$ cat src/ifu_pkg.sv
// IFU package with widths, word typedefs, predecode opcodes and fetch control states
package ifu_pkg;

    // Byte address and instruction widths
    localparam int ADDR_WIDTH  = 32;
    localparam int INSTR_WIDTH = 32;
    localparam int OPC_WIDTH   = 7;   // Major opcode field, bits 6:0

    // Byte address or PC
    typedef logic [ADDR_WIDTH-1:0] addr_t;

    // Raw instruction word
    typedef logic [INSTR_WIDTH-1:0] instr_t;

    // Major opcode of an instruction
    typedef logic [OPC_WIDTH-1:0] opcode_t;

    // Unconditional jump, J-type offset in bits 31:12
    localparam opcode_t OPC_JAL    = 7'b110_1111;

    // Conditional branch, B-type offset split over 31, 30:25, 11:8 and 7
    localparam opcode_t OPC_BRANCH = 7'b110_0011;

    // Fetch control states
    //   FETCH       lookup and push, one instruction per cycle on a hit
    //   REFILL      line fill, one Wishbone classic cycle per word
    //   REFILL_WAIT settle cycle after the line is marked valid
    typedef enum logic [1:0] {
        FETCH       = 2'd0,
        REFILL      = 2'd1,
        REFILL_WAIT = 2'd2
    } fetch_state_t;

endpackage
$ cat src/ifu.sv
// Instruction fetch unit top with PC register, control FSM, I-cache, predecoder and FIFO
`timescale 1ns/1ps

module ifu import ifu_pkg::*; #(
    parameter int    LINE_WORDS = 4,
    parameter int    NUM_SETS   = 16,
    parameter int    FIFO_DEPTH = 8,
    parameter addr_t RESET_PC   = '0
) (
    input  logic   clk,
    input  logic   rst_n,
    input  logic   recovery_valid,
    input  addr_t  recovery_pc,
    input  logic   instr_ready,
    input  instr_t wb_dat_i,
    input  logic   wb_ack,
    output logic   instr_valid,
    output instr_t instr_data,
    output addr_t  instr_pc,
    output logic   instr_is_br,
    output logic   instr_pred_taken,
    output addr_t  instr_pred_target,
    output logic   wb_cyc,
    output logic   wb_stb,
    output addr_t  wb_adr
);
    localparam int OFF_W = $clog2(LINE_WORDS);

    addr_t            pc_q;
    addr_t            pred_pc;
    instr_t           rd_instr;
    logic             hit;
    logic             is_br;
    logic             pred_taken;
    logic             pc_hold;
    logic             pc_redirect;
    logic             fifo_push;
    logic             fifo_flush;
    logic             enq_ready;
    logic             fifo_valid;
    logic             fill_we;
    logic [OFF_W-1:0] fill_word;
    addr_t            fill_adr;

    // PC mux priority: recovery, hold, predicted
    always_ff @(posedge clk or negedge rst_n) begin
        if (!rst_n) begin
            pc_q <= RESET_PC;
        end else if (pc_redirect) begin
            pc_q <= recovery_pc;
        end else if (!pc_hold) begin
            pc_q <= pred_pc;
        end
    end

    fetch_ctrl #(.LINE_WORDS(LINE_WORDS)) u_ctrl (
        .clk(clk), .rst_n(rst_n), .hit(hit), .enq_ready(enq_ready),
        .recovery_valid(recovery_valid), .pc(pc_q), .wb_ack(wb_ack),
        .pc_hold(pc_hold), .pc_redirect(pc_redirect), .fifo_push(fifo_push),
        .fifo_flush(fifo_flush), .fill_we(fill_we), .fill_word(fill_word),
        .fill_adr(fill_adr), .wb_cyc(wb_cyc), .wb_stb(wb_stb), .wb_adr(wb_adr)
    );

    icache #(.LINE_WORDS(LINE_WORDS), .NUM_SETS(NUM_SETS)) u_icache (
        .clk(clk), .rst_n(rst_n), .pc(pc_q), .fill_we(fill_we), .fill_adr(fill_adr),
        .fill_word(fill_word), .fill_data(wb_dat_i), .hit(hit), .rd_instr(rd_instr)
    );

    next_pc u_next_pc (
        .pc(pc_q), .instr(rd_instr),
        .pred_pc(pred_pc), .is_br(is_br), .pred_taken(pred_taken)
    );

    // Target field carries the predicted next PC
    inst_fifo #(.FIFO_DEPTH(FIFO_DEPTH)) u_fifo (
        .clk(clk), .rst_n(rst_n), .push(fifo_push), .flush(fifo_flush),
        .in_instr(rd_instr), .in_pc(pc_q), .in_is_br(is_br), .in_taken(pred_taken),
        .in_target(pred_pc), .out_ready(instr_ready), .enq_ready(enq_ready),
        .out_valid(fifo_valid), .out_instr(instr_data), .out_pc(instr_pc),
        .out_is_br(instr_is_br), .out_taken(instr_pred_taken),
        .out_target(instr_pred_target)
    );

    assign instr_valid = fifo_valid & ~recovery_valid;  // Nothing transfers while flushing

endmodule

$ cat src/inst_fifo.sv
// Circular instruction queue toward dispatch with valid/ready on both sides and a flush
`timescale 1ns/1ps

module inst_fifo import ifu_pkg::*; #(
    parameter int FIFO_DEPTH = 8
) (
    input  logic   clk,
    input  logic   rst_n,
    input  logic   push,
    input  logic   flush,
    input  instr_t in_instr,
    input  addr_t  in_pc,
    input  logic   in_is_br,
    input  logic   in_taken,
    input  addr_t  in_target,
    input  logic   out_ready,
    output logic   enq_ready,
    output logic   out_valid,
    output instr_t out_instr,
    output addr_t  out_pc,
    output logic   out_is_br,
    output logic   out_taken,
    output addr_t  out_target
);
    localparam int PTR_W = $clog2(FIFO_DEPTH);

    // Entry fields in parallel arrays
    instr_t instr_mem  [FIFO_DEPTH];
    addr_t  pc_mem     [FIFO_DEPTH];
    logic   is_br_mem  [FIFO_DEPTH];
    logic   taken_mem  [FIFO_DEPTH];
    addr_t  target_mem [FIFO_DEPTH];

    logic [PTR_W-1:0] wr_ptr_q;
    logic [PTR_W-1:0] rd_ptr_q;
    logic [PTR_W:0]   count_q;      // One extra bit for full
    logic             do_push;
    logic             do_pop;

    assign enq_ready = (count_q != (PTR_W + 1)'(FIFO_DEPTH));
    assign out_valid = (count_q != '0);
    assign do_push   = push & enq_ready;
    assign do_pop    = out_valid & out_ready;

    always_ff @(posedge clk) begin
        if (do_push && !flush) begin
            instr_mem[wr_ptr_q]  <= in_instr;
            pc_mem[wr_ptr_q]     <= in_pc;
            is_br_mem[wr_ptr_q]  <= in_is_br;
            taken_mem[wr_ptr_q]  <= in_taken;
            target_mem[wr_ptr_q] <= in_target;
        end
    end

    always_ff @(posedge clk or negedge rst_n) begin
        if (!rst_n) begin
            wr_ptr_q <= '0;
            rd_ptr_q <= '0;
            count_q  <= '0;
        end else if (flush) begin       // Beats any same-cycle push or pop
            wr_ptr_q <= '0;
            rd_ptr_q <= '0;
            count_q  <= '0;
        end else begin
            if (do_push) begin
                wr_ptr_q <= (wr_ptr_q == PTR_W'(FIFO_DEPTH - 1)) ? '0 : wr_ptr_q + 1'b1;
            end
            if (do_pop) begin
                rd_ptr_q <= (rd_ptr_q == PTR_W'(FIFO_DEPTH - 1)) ? '0 : rd_ptr_q + 1'b1;
            end
            count_q <= count_q + (PTR_W + 1)'(do_push) - (PTR_W + 1)'(do_pop);
        end
    end

    // Head entry, holds while not popped
    assign out_instr  = instr_mem[rd_ptr_q];
    assign out_pc     = pc_mem[rd_ptr_q];
    assign out_is_br  = is_br_mem[rd_ptr_q];
    assign out_taken  = taken_mem[rd_ptr_q];
    assign out_target = target_mem[rd_ptr_q];

endmodule

$ cat src/next_pc.sv
// Predecoder forming the predicted next PC from jumps and backward conditional branches
`timescale 1ns/1ps

module next_pc import ifu_pkg::*; (
    input  addr_t  pc,
    input  instr_t instr,
    output addr_t  pred_pc,
    output logic   is_br,       // Control transfer, jump or conditional branch
    output logic   pred_taken
);
    opcode_t opcode;
    logic    is_jal;
    logic    is_cond;
    addr_t   j_off;             // Sign-extended J-type offset
    addr_t   b_off;             // Sign-extended B-type offset
    addr_t   seq_pc;
    addr_t   br_target;

    assign opcode  = instr[OPC_WIDTH-1:0];
    assign is_jal  = (opcode == OPC_JAL);
    assign is_cond = (opcode == OPC_BRANCH);

    // imm[20|10:1|11|19:12]
    assign j_off = {{12{instr[31]}}, instr[19:12], instr[20], instr[30:21], 1'b0};

    // imm[12|10:5] and imm[4:1|11]
    assign b_off = {{20{instr[31]}}, instr[7], instr[30:25], instr[11:8], 1'b0};

    assign seq_pc    = pc + addr_t'(4);
    assign br_target = pc + (is_jal ? j_off : b_off);

    // Static prediction
    always_comb begin
        pred_taken = 1'b0;
        if (is_jal) begin
            pred_taken = 1'b1;              // Jumps always redirect
        end else if (is_cond) begin
            pred_taken = instr[31];         // Backward taken, forward not
        end
    end

    assign is_br   = is_jal | is_cond;
    assign pred_pc = pred_taken ? br_target : seq_pc;

endmodule

$ cat src/icache.sv
// Direct-mapped instruction cache with combinational lookup and word-by-word line fill
`timescale 1ns/1ps

module icache import ifu_pkg::*; #(
    parameter int LINE_WORDS = 4,
    parameter int NUM_SETS   = 16
) (
    input  logic                          clk,
    input  logic                          rst_n,
    input  addr_t                         pc,
    input  logic                          fill_we,
    input  addr_t                         fill_adr,
    input  logic [$clog2(LINE_WORDS)-1:0] fill_word,
    input  instr_t                        fill_data,
    output logic                          hit,
    output instr_t                        rd_instr
);
    localparam int OFF_W = $clog2(LINE_WORDS);          // Word offset in the line
    localparam int IDX_W = $clog2(NUM_SETS);
    localparam int TAG_W = ADDR_WIDTH - IDX_W - OFF_W - 2;

    typedef logic [TAG_W-1:0] tag_t;
    typedef logic [IDX_W-1:0] idx_t;
    typedef logic [OFF_W-1:0] word_t;

    instr_t              data_mem [NUM_SETS][LINE_WORDS];
    tag_t                tag_mem  [NUM_SETS];
    logic [NUM_SETS-1:0] valid_q;

    // Lookup fields
    tag_t  rd_tag;
    idx_t  rd_idx;
    word_t rd_word;

    // Fill fields
    tag_t  wr_tag;
    idx_t  wr_idx;
    logic  wr_last;

    assign rd_word = pc[OFF_W+1:2];                     // Byte offset bits 1:0 ignored
    assign rd_idx  = pc[OFF_W+2 +: IDX_W];
    assign rd_tag  = pc[ADDR_WIDTH-1 -: TAG_W];

    assign wr_idx  = fill_adr[OFF_W+2 +: IDX_W];
    assign wr_tag  = fill_adr[ADDR_WIDTH-1 -: TAG_W];
    assign wr_last = (fill_word == word_t'(LINE_WORDS - 1));

    // Hit check and word select
    assign hit      = valid_q[rd_idx] && (tag_mem[rd_idx] == rd_tag);
    assign rd_instr = data_mem[rd_idx][rd_word];

    // Data and tag arrays
    always_ff @(posedge clk) begin
        if (fill_we) begin
            data_mem[wr_idx][fill_word] <= fill_data;
            if (wr_last) begin
                tag_mem[wr_idx] <= wr_tag;              // Tag with the final beat
            end
        end
    end

    // Valid bits, whole line valid only after its last word lands
    always_ff @(posedge clk or negedge rst_n) begin
        if (!rst_n) begin
            valid_q <= '0;
        end else if (fill_we && wr_last) begin
            valid_q[wr_idx] <= 1'b1;
        end
    end

endmodule

$ cat src/fetch_ctrl.sv
// Fetch control FSM deciding push, PC hold, Wishbone line refill and recovery flush
`timescale 1ns/1ps

module fetch_ctrl import ifu_pkg::*; #(
    parameter int LINE_WORDS = 4
) (
    input  logic                          clk,
    input  logic                          rst_n,
    input  logic                          hit,            // Lookup result at current PC
    input  logic                          enq_ready,      // FIFO has room
    input  logic                          recovery_valid,
    input  addr_t                         pc,
    input  logic                          wb_ack,
    output logic                          pc_hold,
    output logic                          pc_redirect,
    output logic                          fifo_push,
    output logic                          fifo_flush,
    output logic                          fill_we,
    output logic [$clog2(LINE_WORDS)-1:0] fill_word,
    output addr_t                         fill_adr,
    output logic                          wb_cyc,
    output logic                          wb_stb,
    output addr_t                         wb_adr
);
    localparam int OFF_W = $clog2(LINE_WORDS);

    fetch_state_t     state_q;
    fetch_state_t     state_d;
    logic [OFF_W-1:0] beat_q;       // Word of the line on the bus
    addr_t            line_base_q;  // Line-aligned miss address
    logic             cyc_q;        // Classic cycle open
    logic             beat_done;
    logic             last_beat;
    logic             start_fill;

    assign beat_done  = cyc_q & wb_ack;
    assign last_beat  = (beat_q == OFF_W'(LINE_WORDS - 1));
    assign start_fill = (state_q == FETCH) && (state_d == REFILL);

    // Next state
    always_comb begin
        state_d = state_q;
        case (state_q)
            FETCH: begin
                if (!hit && !recovery_valid) begin  // Miss on a PC that is about to change is dropped
                    state_d = REFILL;
                end
            end
            REFILL: begin
                if (beat_done && last_beat) begin
                    state_d = REFILL_WAIT;
                end
            end
            default: state_d = FETCH;               // REFILL_WAIT lasts one cycle
        endcase
    end

    always_ff @(posedge clk or negedge rst_n) begin
        if (!rst_n) begin
            state_q <= FETCH;
            cyc_q   <= 1'b0;
            beat_q  <= '0;
        end else begin
            state_q <= state_d;
            if (start_fill) begin
                cyc_q  <= 1'b1;                     // First beat opens with the state change
                beat_q <= '0;
            end else if (state_q == REFILL) begin
                if (beat_done) begin
                    cyc_q  <= 1'b0;                 // One idle cycle between beats
                    beat_q <= last_beat ? '0 : beat_q + 1'b1;
                end else if (!cyc_q) begin
                    cyc_q <= 1'b1;                  // Next beat after the gap
                end
            end
        end
    end

    // Line base captured at the miss
    always_ff @(posedge clk) begin
        if (start_fill) begin
            line_base_q <= {pc[ADDR_WIDTH-1:OFF_W+2], {(OFF_W + 2){1'b0}}};
        end
    end

    assign fifo_push   = (state_q == FETCH) & hit & enq_ready & ~recovery_valid;
    assign pc_hold     = (state_q != FETCH) | ~hit | ~enq_ready;  // Recovery wins in the PC mux
    assign pc_redirect = recovery_valid;
    assign fifo_flush  = recovery_valid;    // Drop everything fetched down the old path

    assign wb_cyc    = cyc_q;
    assign wb_stb    = cyc_q;               // Single classic cycles, strobe tracks cycle
    assign wb_adr    = line_base_q + addr_t'({beat_q, 2'b00});
    assign fill_we   = (state_q == REFILL) & beat_done;
    assign fill_word = beat_q;
    assign fill_adr  = line_base_q;

endmodule

$ cat config.mk
export PLATFORM = sky130hd
export DESIGN_NAME = ifu
export DESIGN_NICKNAME = d
export VERILOG_FILES = /design/src/ifu_pkg.sv /design/src/ifu.sv /design/src/inst_fifo.sv /design/src/next_pc.sv /design/src/icache.sv /design/src/fetch_ctrl.sv
export SDC_FILE = /design/constraint.sdc
export NUM_CORES = 2
export LEC_CHECK = 0
export ABC_CLOCK_PERIOD_IN_PS = 11740
export BUFFER_PORTS_ARGS = -buffer_cell sky130_fd_sc_hd__buf_2
export CORE_ASPECT_RATIO = 1.5
export CORE_MARGIN = 10
export CORE_UTILIZATION = 49
export CTS_CLUSTER_DIAMETER = 200
export DETAILED_ROUTE_END_ITERATION = 10
export GPL_TIMING_DRIVEN = 0
export PLACE_DENSITY = 0.64
export SLEW_MARGIN = 20
export SYNTH_ARGS = -nofsm -noshare
export SYNTH_HDL_FRONTEND = slang
export SYNTH_SLANG_ARGS = --single-unit
$ cat constraint.sdc
create_clock -name clk -period 11.74 [get_ports clk]
set_clock_uncertainty 0.2 [all_clocks]
set_input_delay 1.174 -clock clk [delete_from_list [all_inputs] [get_ports clk]]
set_output_delay 1.174 -clock clk [all_outputs]
set_load 0.01 [all_outputs]
**Word-level counts from Yosys, hierarchy flattened**

Memories as Yosys holds them, arrays and structs flattened.
Index checks and enable logic that the tools add are counted.
Widths: inputs -> output; s select.

- Word-level logic and storage cells: 114
- Register bits after elaboration: 91
- Output and inout port bits: 133
- Memory bits (writable): 3216
- Input port bits: 69
- Memories: 7

Memory list:

| memory | depth | bits a word | read ports | clocked after Yosys merged registers in | wr ports | line | RTL |
|---|---|---|---|---|---|---|---|
| u_icache.data_mem | 16 | 128 | 1 | 0 | 1 | icache.sv:26 | `instr_t data_mem [NUM_SETS][LINE_WORDS];` |
| u_icache.tag_mem | 16 | 24 | 1 | 0 | 1 | icache.sv:27 | `tag_t tag_mem [NUM_SETS];` |
| u_fifo.instr_mem | 8 | 32 | 1 | 0 | 1 | inst_fifo.sv:28 | `instr_t instr_mem [FIFO_DEPTH];` |
| u_fifo.pc_mem | 8 | 32 | 1 | 0 | 1 | inst_fifo.sv:29 | `addr_t pc_mem [FIFO_DEPTH];` |
| u_fifo.target_mem | 8 | 32 | 1 | 0 | 1 | inst_fifo.sv:32 | `addr_t target_mem [FIFO_DEPTH];` |
| u_fifo.is_br_mem | 8 | 1 | 1 | 0 | 1 | inst_fifo.sv:30 | `logic is_br_mem [FIFO_DEPTH];` |
| 1 more memories | -- | -- | -- | -- | -- | -- |  |

- Muxes and demuxes: 39
- Bitwise operators: 17
- Reduce and logical (&&, ||, !) cells: 18
- Magnitude comparators: 6
- Eq/ne operators: 10
- $add $sub $neg: 8

Operator list:

| kind | count |
|---|---|
| $mux 32 | 6 |
| $mux 128 | 1 |
| $bmux 32 s2 | 1 |
| $demux 32 s2 | 1 |
| $add 32x3->32 const B | 1 |
| $add 32x32->32 | 1 |
| $add 32x4->32 | 1 |
| $eq 24x24->1 | 1 |
| $mux 20 | 1 |
| $mux 3 | 6 |
| $or 16x16->16 | 1 |
| $eq 7x7->1 const B | 2 |
| $mux 1 | 13 |
| $mux 2 | 6 |
| $lt 4x5->1 const B | 2 |
| $reduce_bool 2->1 | 5 |
| $and 1x1->1 | 8 |
| $logic_and 1x1->1 | 8 |
| $add 3x1->3 const B | 2 |
| $eq 3x3->1 const B | 2 |
| $ge 3x3->1 const B | 2 |
| $not 2->3 | 2 |
| $add 4x1->4 | 1 |
| $bmux 1 s4 | 1 |
| 17 further kinds | 23 |

**Depth between registers and ports, before layout**

- Depth in word-level cells: 11
- Gate-level depth with buffers: 28

**Cells and area by module**

A second synthesis with hierarchy kept.

- Cell total of the unflattened synthesis: 5560
- Area total of the unflattened synthesis: 129356.6 µm²

Modules (own cells, without submodules):

| module | area each (µm²) | cells each | times used |
|---|---|---|---|
| icache | 93759.9 | 3749 | 1 |
| inst_fifo | 30123.9 | 1208 | 1 |
| next_pc | 2548.7 | 372 | 1 |
| ifu | 1519.0 | 140 | 1 |
| fetch_ctrl | 1405.1 | 91 | 1 |

**Worst setup path before layout**

OpenSTA, ideal clock, no wires.

- Path type: register to register
- Start: reg pc_q[4]
- End: mem u_fifo.instr_mem[6][0] (netlist bit), enable pin
- Arrival time: 10449 ps
- Clock period less this slack: 11340 ps
- Data required time: 10848 ps
- Setup slack: 400 ps
- Setup time: 692 ps
- Stages on the path, launching flop included: 16
- Path through: dfrtp_1 > buf_6 > buf_8 > buf_6 > buf_6 > buf_4 > mux2_2 > o2bb2ai_1 > nor4_1 > a2111oi_2 > nand4_1 > or4_4 > nand4bb_4 > nor2_1 > nand2_1 > nor3b_1

- Word-level cells in the longest chain between the ends: 10
- Elaborated cells between the ends (all ways): 12
- Classes of those cells: eq/ne: 1; mux: 4; bitwise: 4; reduce/logical: 2; memory: 1

RTL lines:

| what | line | RTL |
|---|---|---|
| start: declaration | ifu.sv:29 | `addr_t pc_q;` |
| start signal: assignment | ifu.sv:50 | `pc_q <= recovery_pc;` |
| start signal: assignment | ifu.sv:52 | `pc_q <= pred_pc;` |
| $mem_v2 16x24 / $bmux 1 s4 (equally long branches) | -- |  |
| $eq 24x24->1 / $mux 1 (equally long branches) | icache.sv:49 | `assign hit = valid_q[rd_idx] && (tag_mem[rd_idx] == rd_tag);` |
| $logic_and 1x1->1 * | icache.sv:49 |  |
| $and 1x1->1 * (3 in a row) | fetch_ctrl.sv:86 | `assign fifo_push = (state_q == FETCH) & hit & enq_ready & ~recovery_valid;` |
| $and 1x1->1 * | inst_fifo.sv:42 | `assign do_push = push & enq_ready;` |
| $logic_and 1x1->1 * | inst_fifo.sv:46 | `if (do_push && !flush) begin` |
| $mux 1 * | inst_fifo.sv:46 |  |
| $mux 1 (implied by the code) * | inst_fifo.sv:47 | `instr_mem[wr_ptr_q] <= in_instr;` |
| end: declaration | inst_fifo.sv:28 |  |

Every way passes the cells marked *; elsewhere a longest branch is shown, timed or not. The select of a mux whose other input is x is not followed.

**Worst setup path in the final report**

- Start: reg pc_q[5]
- End: mem u_fifo.target_mem[1][29] (netlist bit), data pin

- Elaborated cells between the ends (all ways): 12
- Classes of those cells: add/sub: 2; eq/ne: 2; mux: 7; memory: 1

RTL lines:

| what | line | RTL |
|---|---|---|
| $mem_v2 16x128 | -- |  |
| $bmux 32 s2 | icache.sv:50 | `assign rd_instr = data_mem[rd_idx][rd_word];` |
| $mux 32 (implied by the code) (2 in a row) | icache.sv:50 |  |
| named net rd_instr[8] | ifu.sv:31 | `instr_t rd_instr;` |
| $mux 20 | next_pc.sv:30 | `assign br_target = pc + (is_jal ? j_off : b_off);` |
| $add 32x32->32 | next_pc.sv:30 |  |
| $mux 32 | next_pc.sv:43 | `assign pred_pc = pred_taken ? br_target : seq_pc;` |
| named net pred_pc[29] | ifu.sv:30 | `addr_t pred_pc;` |
| end: declaration | inst_fifo.sv:32 |  |

The timed path passes the listed nets, and every way through them passes these cells. The select of a mux whose other input is x is not followed.

==> results.yml <==
place:
  place.gp.congestion: 0.905
  port_buffers: 198
  hpwlAfterDp_um: 255000
  place_area_um2: 141000
  dpl_worst_slack_ns: 1.00
outcome:
  status: "finished clean"
detailed_routing:
  ant_nets: 0
  wl_per_cell_um: 36.4
  drt_iter0_markers: 7944
  wirelength_um: 369000
  viasPerCell: 6.34
  vias: 64200
  drc: 0
  dr.pass1.iters: 7
critical_path:
  reg2reg_from: "pc_q[5]$_DFFE_PN0N_"
  endpoint_kind: "flip-flop"
  worstPathArrival_ns: 11.33
  critical_path.max_fanout: 11
  path_class: "flip-flop to flip-flop"
  cp-start-kind: "flip-flop"
  cp.required_ns: 12.10
  setup.worst_path.start: "pc_q[5]$_DFFE_PN0N_"
logic_synthesis:
  yosys_most_used_dff: "edfxtp_1"
  synth_largest_area_cell: "edfxtp_1"
  syn-instance-count: 5656
  synthArstFlopShare_pct: 1.91
  synth_edf_count: 3236
  netlist.area_leader.share_pct: 74.6
  ys_warn_count: 0
  synth_area_leaders: "edfxtp_1 75%, mux4_2 13%, mux4_1 3.1%, dfrtp_1 1.2%, mux2_2 1.0%"
  synth_area_um2: 130000
  synth-seq-area-share_pct: 75.8
  ys_types: 94
  ys_ff_latch: 3299
  avgSynthCellArea_um2: 23.0
clock_tree:
  clock_latency_ns: 0.88
  cts_tree: "yes"
  clk_pin_slew_ns: 0.06
  cts-root-buf: "clkbuf_16"
  cts_buffers: 302
  clock-sinks: 3299
  htreeDepth: 5
  cts_buffer_depth: 4
global_routing:
  antenna_found_initial: 11
  globalRouteOverflowTotal: 0
  grt_pass1_vias: 66400
  grt_pass1_wl_um: 514000
  grt_start_max_net_pins: 65
  grt_usage_pct: 25.4
power_and_ir_drop:
  p_leak_nw: 48.3
  vdd_drop_max_v: 0.000111
  p_per_area_nw_per_um2: 177
run:
  drv_cap: 0
timing:
  fmax_mhz: 91.1
  finalMaxSlewViolations: 0
  setup_slack_ns: 0.769
  slew_headroom_pct: 15.7
  min_period_ns: 10.97
  setup_violations: 0
  timing.final.crit_share_pct: 93.4
  finalHoldViolations: 0
  rsz0062_at_grt: "false"
  holdWs_ns: 0.260
  tightest_slew_ns: 1.26
  setup_tns_ns: 0
die:
  io_pins: 202
  chipHeight_um: 651
  initial_utilization_pct: 49.3
  std_cell_rows: 231
  die-area_um2: 287000
  core_um2: 264000
  fp.dieW_um: 441
final_layout:
  syn_to_final_growth_pct: 15.3
  nets: 6524
  design_area_um2: 150000
  drive_above_1_share_pct: 30.7
  mostFrequentLayoutCell: "edfxtp_1"
  final_cell_mix: "3236 x edfxtp_1, 759 x mux4_2, 309 x clkbuf_16, 231 x buf_2, 159 x clkbuf_1"
min_path:
  holdCritStartpoint: "u_icache.valid_q[13]$_DFFE_PN0P_"
  worst_hold_path_type: "flip-flop to flip-flop"
kinds of logic (layout without fill, tap and decap cells):
group                    after synthesis  count (layout)  synth area share [%]
AND/OR/NAND/NOR                      440             440                  1.63
XOR/XNOR                              75              75                 0.504
AO/OA/AOI/OAI                        313             313                  1.64
adder cells (fa/ha/maj)               47              47                 0.463
buffers and inverters                340            1310                  1.79
flip-flops                          3299            3299                  75.8
other                                  1              10               0.00288
multiplexers                        1141            1141                  18.1
registers in the layout (all words and copies together), names as in the netlist, 8 cells and up:
name               cells
u_ctrl.fill_adr       28
u_fifo.instr_mem     256
u_fifo.is_br_mem       8
u_icache.data_mem   2048
u_icache.tag_mem     384
pc_q                  32
u_icache.valid_q      16
u_fifo.pc_mem        256
u_fifo.taken_mem       8
u_fifo.target_mem    248
worst max-delay path: stages (launching register included):
cell and delay, ns:
dfrtp_1 0.77, buf_4 0.33, buf_6 0.22, buf_4 0.25, buf_4 0.29, buf_2 0.47
buf_2 0.50, buf_2 0.65, clkbuf_1 0.58, buf_1 0.75, mux4_2 0.42, mux4_2 0.54
mux4_2 0.70, mux2_2 0.40, ha_1 0.23, fa_1 0.45, a211oi_1 0.40, o211ai_1 0.16
nand2_1 0.12, o21ai_0 0.16, a21oi_1 0.40, o211ai_1 0.21, o41ai_1 0.55, mux2i_1 0.21
a21oi_1 0.59
area by class of cell:
| type | instances | area [µm²] |
|---|---|---|
| Fill cell | 19000 | 114000 |
| Sequential cell | 3299 | 98700 |
| Multi-Input combinational cell | 2018 | 29700 |
| Clock buffer | 389 | 8140 |
| Timing Repair Buffer | 447 | 5490 |
| Tap cell | 3495 | 4370 |
| Buffer | 294 | 2180 |
| Clock inverter | 134 | 1280 |
| Inverter | 46 | 175 |
| Antenna cell | 8 | 20.0 |
where the power goes:
group	leakage, nW	switching (mW)	internal, mW
clock	4.61	4.27	5.39
sequential	29.9	0.173	13.2
combinational	13.8	2.08	1.39
total	48.3	6.52	20.0
through the flow:
step / power, mW / utilization [%] / std cells
final: 26.5 / 56.8 / 10100
after global routing: 27.3 / 56.8 / 10100
after CTS: 26.7 / 56.8 / 10100
after detailed placement: 17.1 / 53.2 / 9596
after global placement: 17.0 / 51.3 / 9350
after floorplan: 15.6 / - / 5657
worst paths after layout:
kind	to	slack [ns]	depth (start not counted)
max	u_fifo.target_mem[1][29]$_DFFE_PP_	0.77	24
min	u_icache.valid_q[13]$_DFFE_PN0P_	0.26	1
max reg2reg	u_fifo.target_mem[1][29]$_DFFE_PP_	0.77	24
min reg2reg	u_icache.valid_q[13]$_DFFE_PN0P_	0.26	1
max in group asynchronous	u_fifo.rd_ptr_q[0]$_DFFE_PN0P_	10.26	3
min in group asynchronous	pc_q[0]$_DFFE_PN0P_	0.53	2
timing repair:
item                                   CTS  global route
endpoints found under the hold margin    8             0
hold buffers                             1             0
gates resized for setup                  0             0
setup endpoints to repair                0             0
buffers inserted                         0             0
per-layer routing:
metal  vias up  routed length [µm]  track usage [%]
met3       937               27900             4.52
met2      3207              192000             44.4
met5         -                  51                0
met4         8               23400             13.2
met1     34400              125000             29.8
li1      25600                   -                -
cell usage after synthesis, types with 24 or more instances:
cell type / count
mux4_2: 759
edfxtp_1: 3236
dfrtp_1: 63
nand2_1: 126
mux2i_1: 108
nor2_1: 127
mux4_1: 155
nand3_1: 39
buf_1: 34
a21oi_1: 73
buf_6: 32
nor3_1: 24
xnor2_1: 59
mux2_2: 118
inv_1: 44
o21ai_0: 50
clkbuf_1: 103
buf_4: 27
buf_2: 47
ha_1: 45
Power figures use the tool's default switching activity.
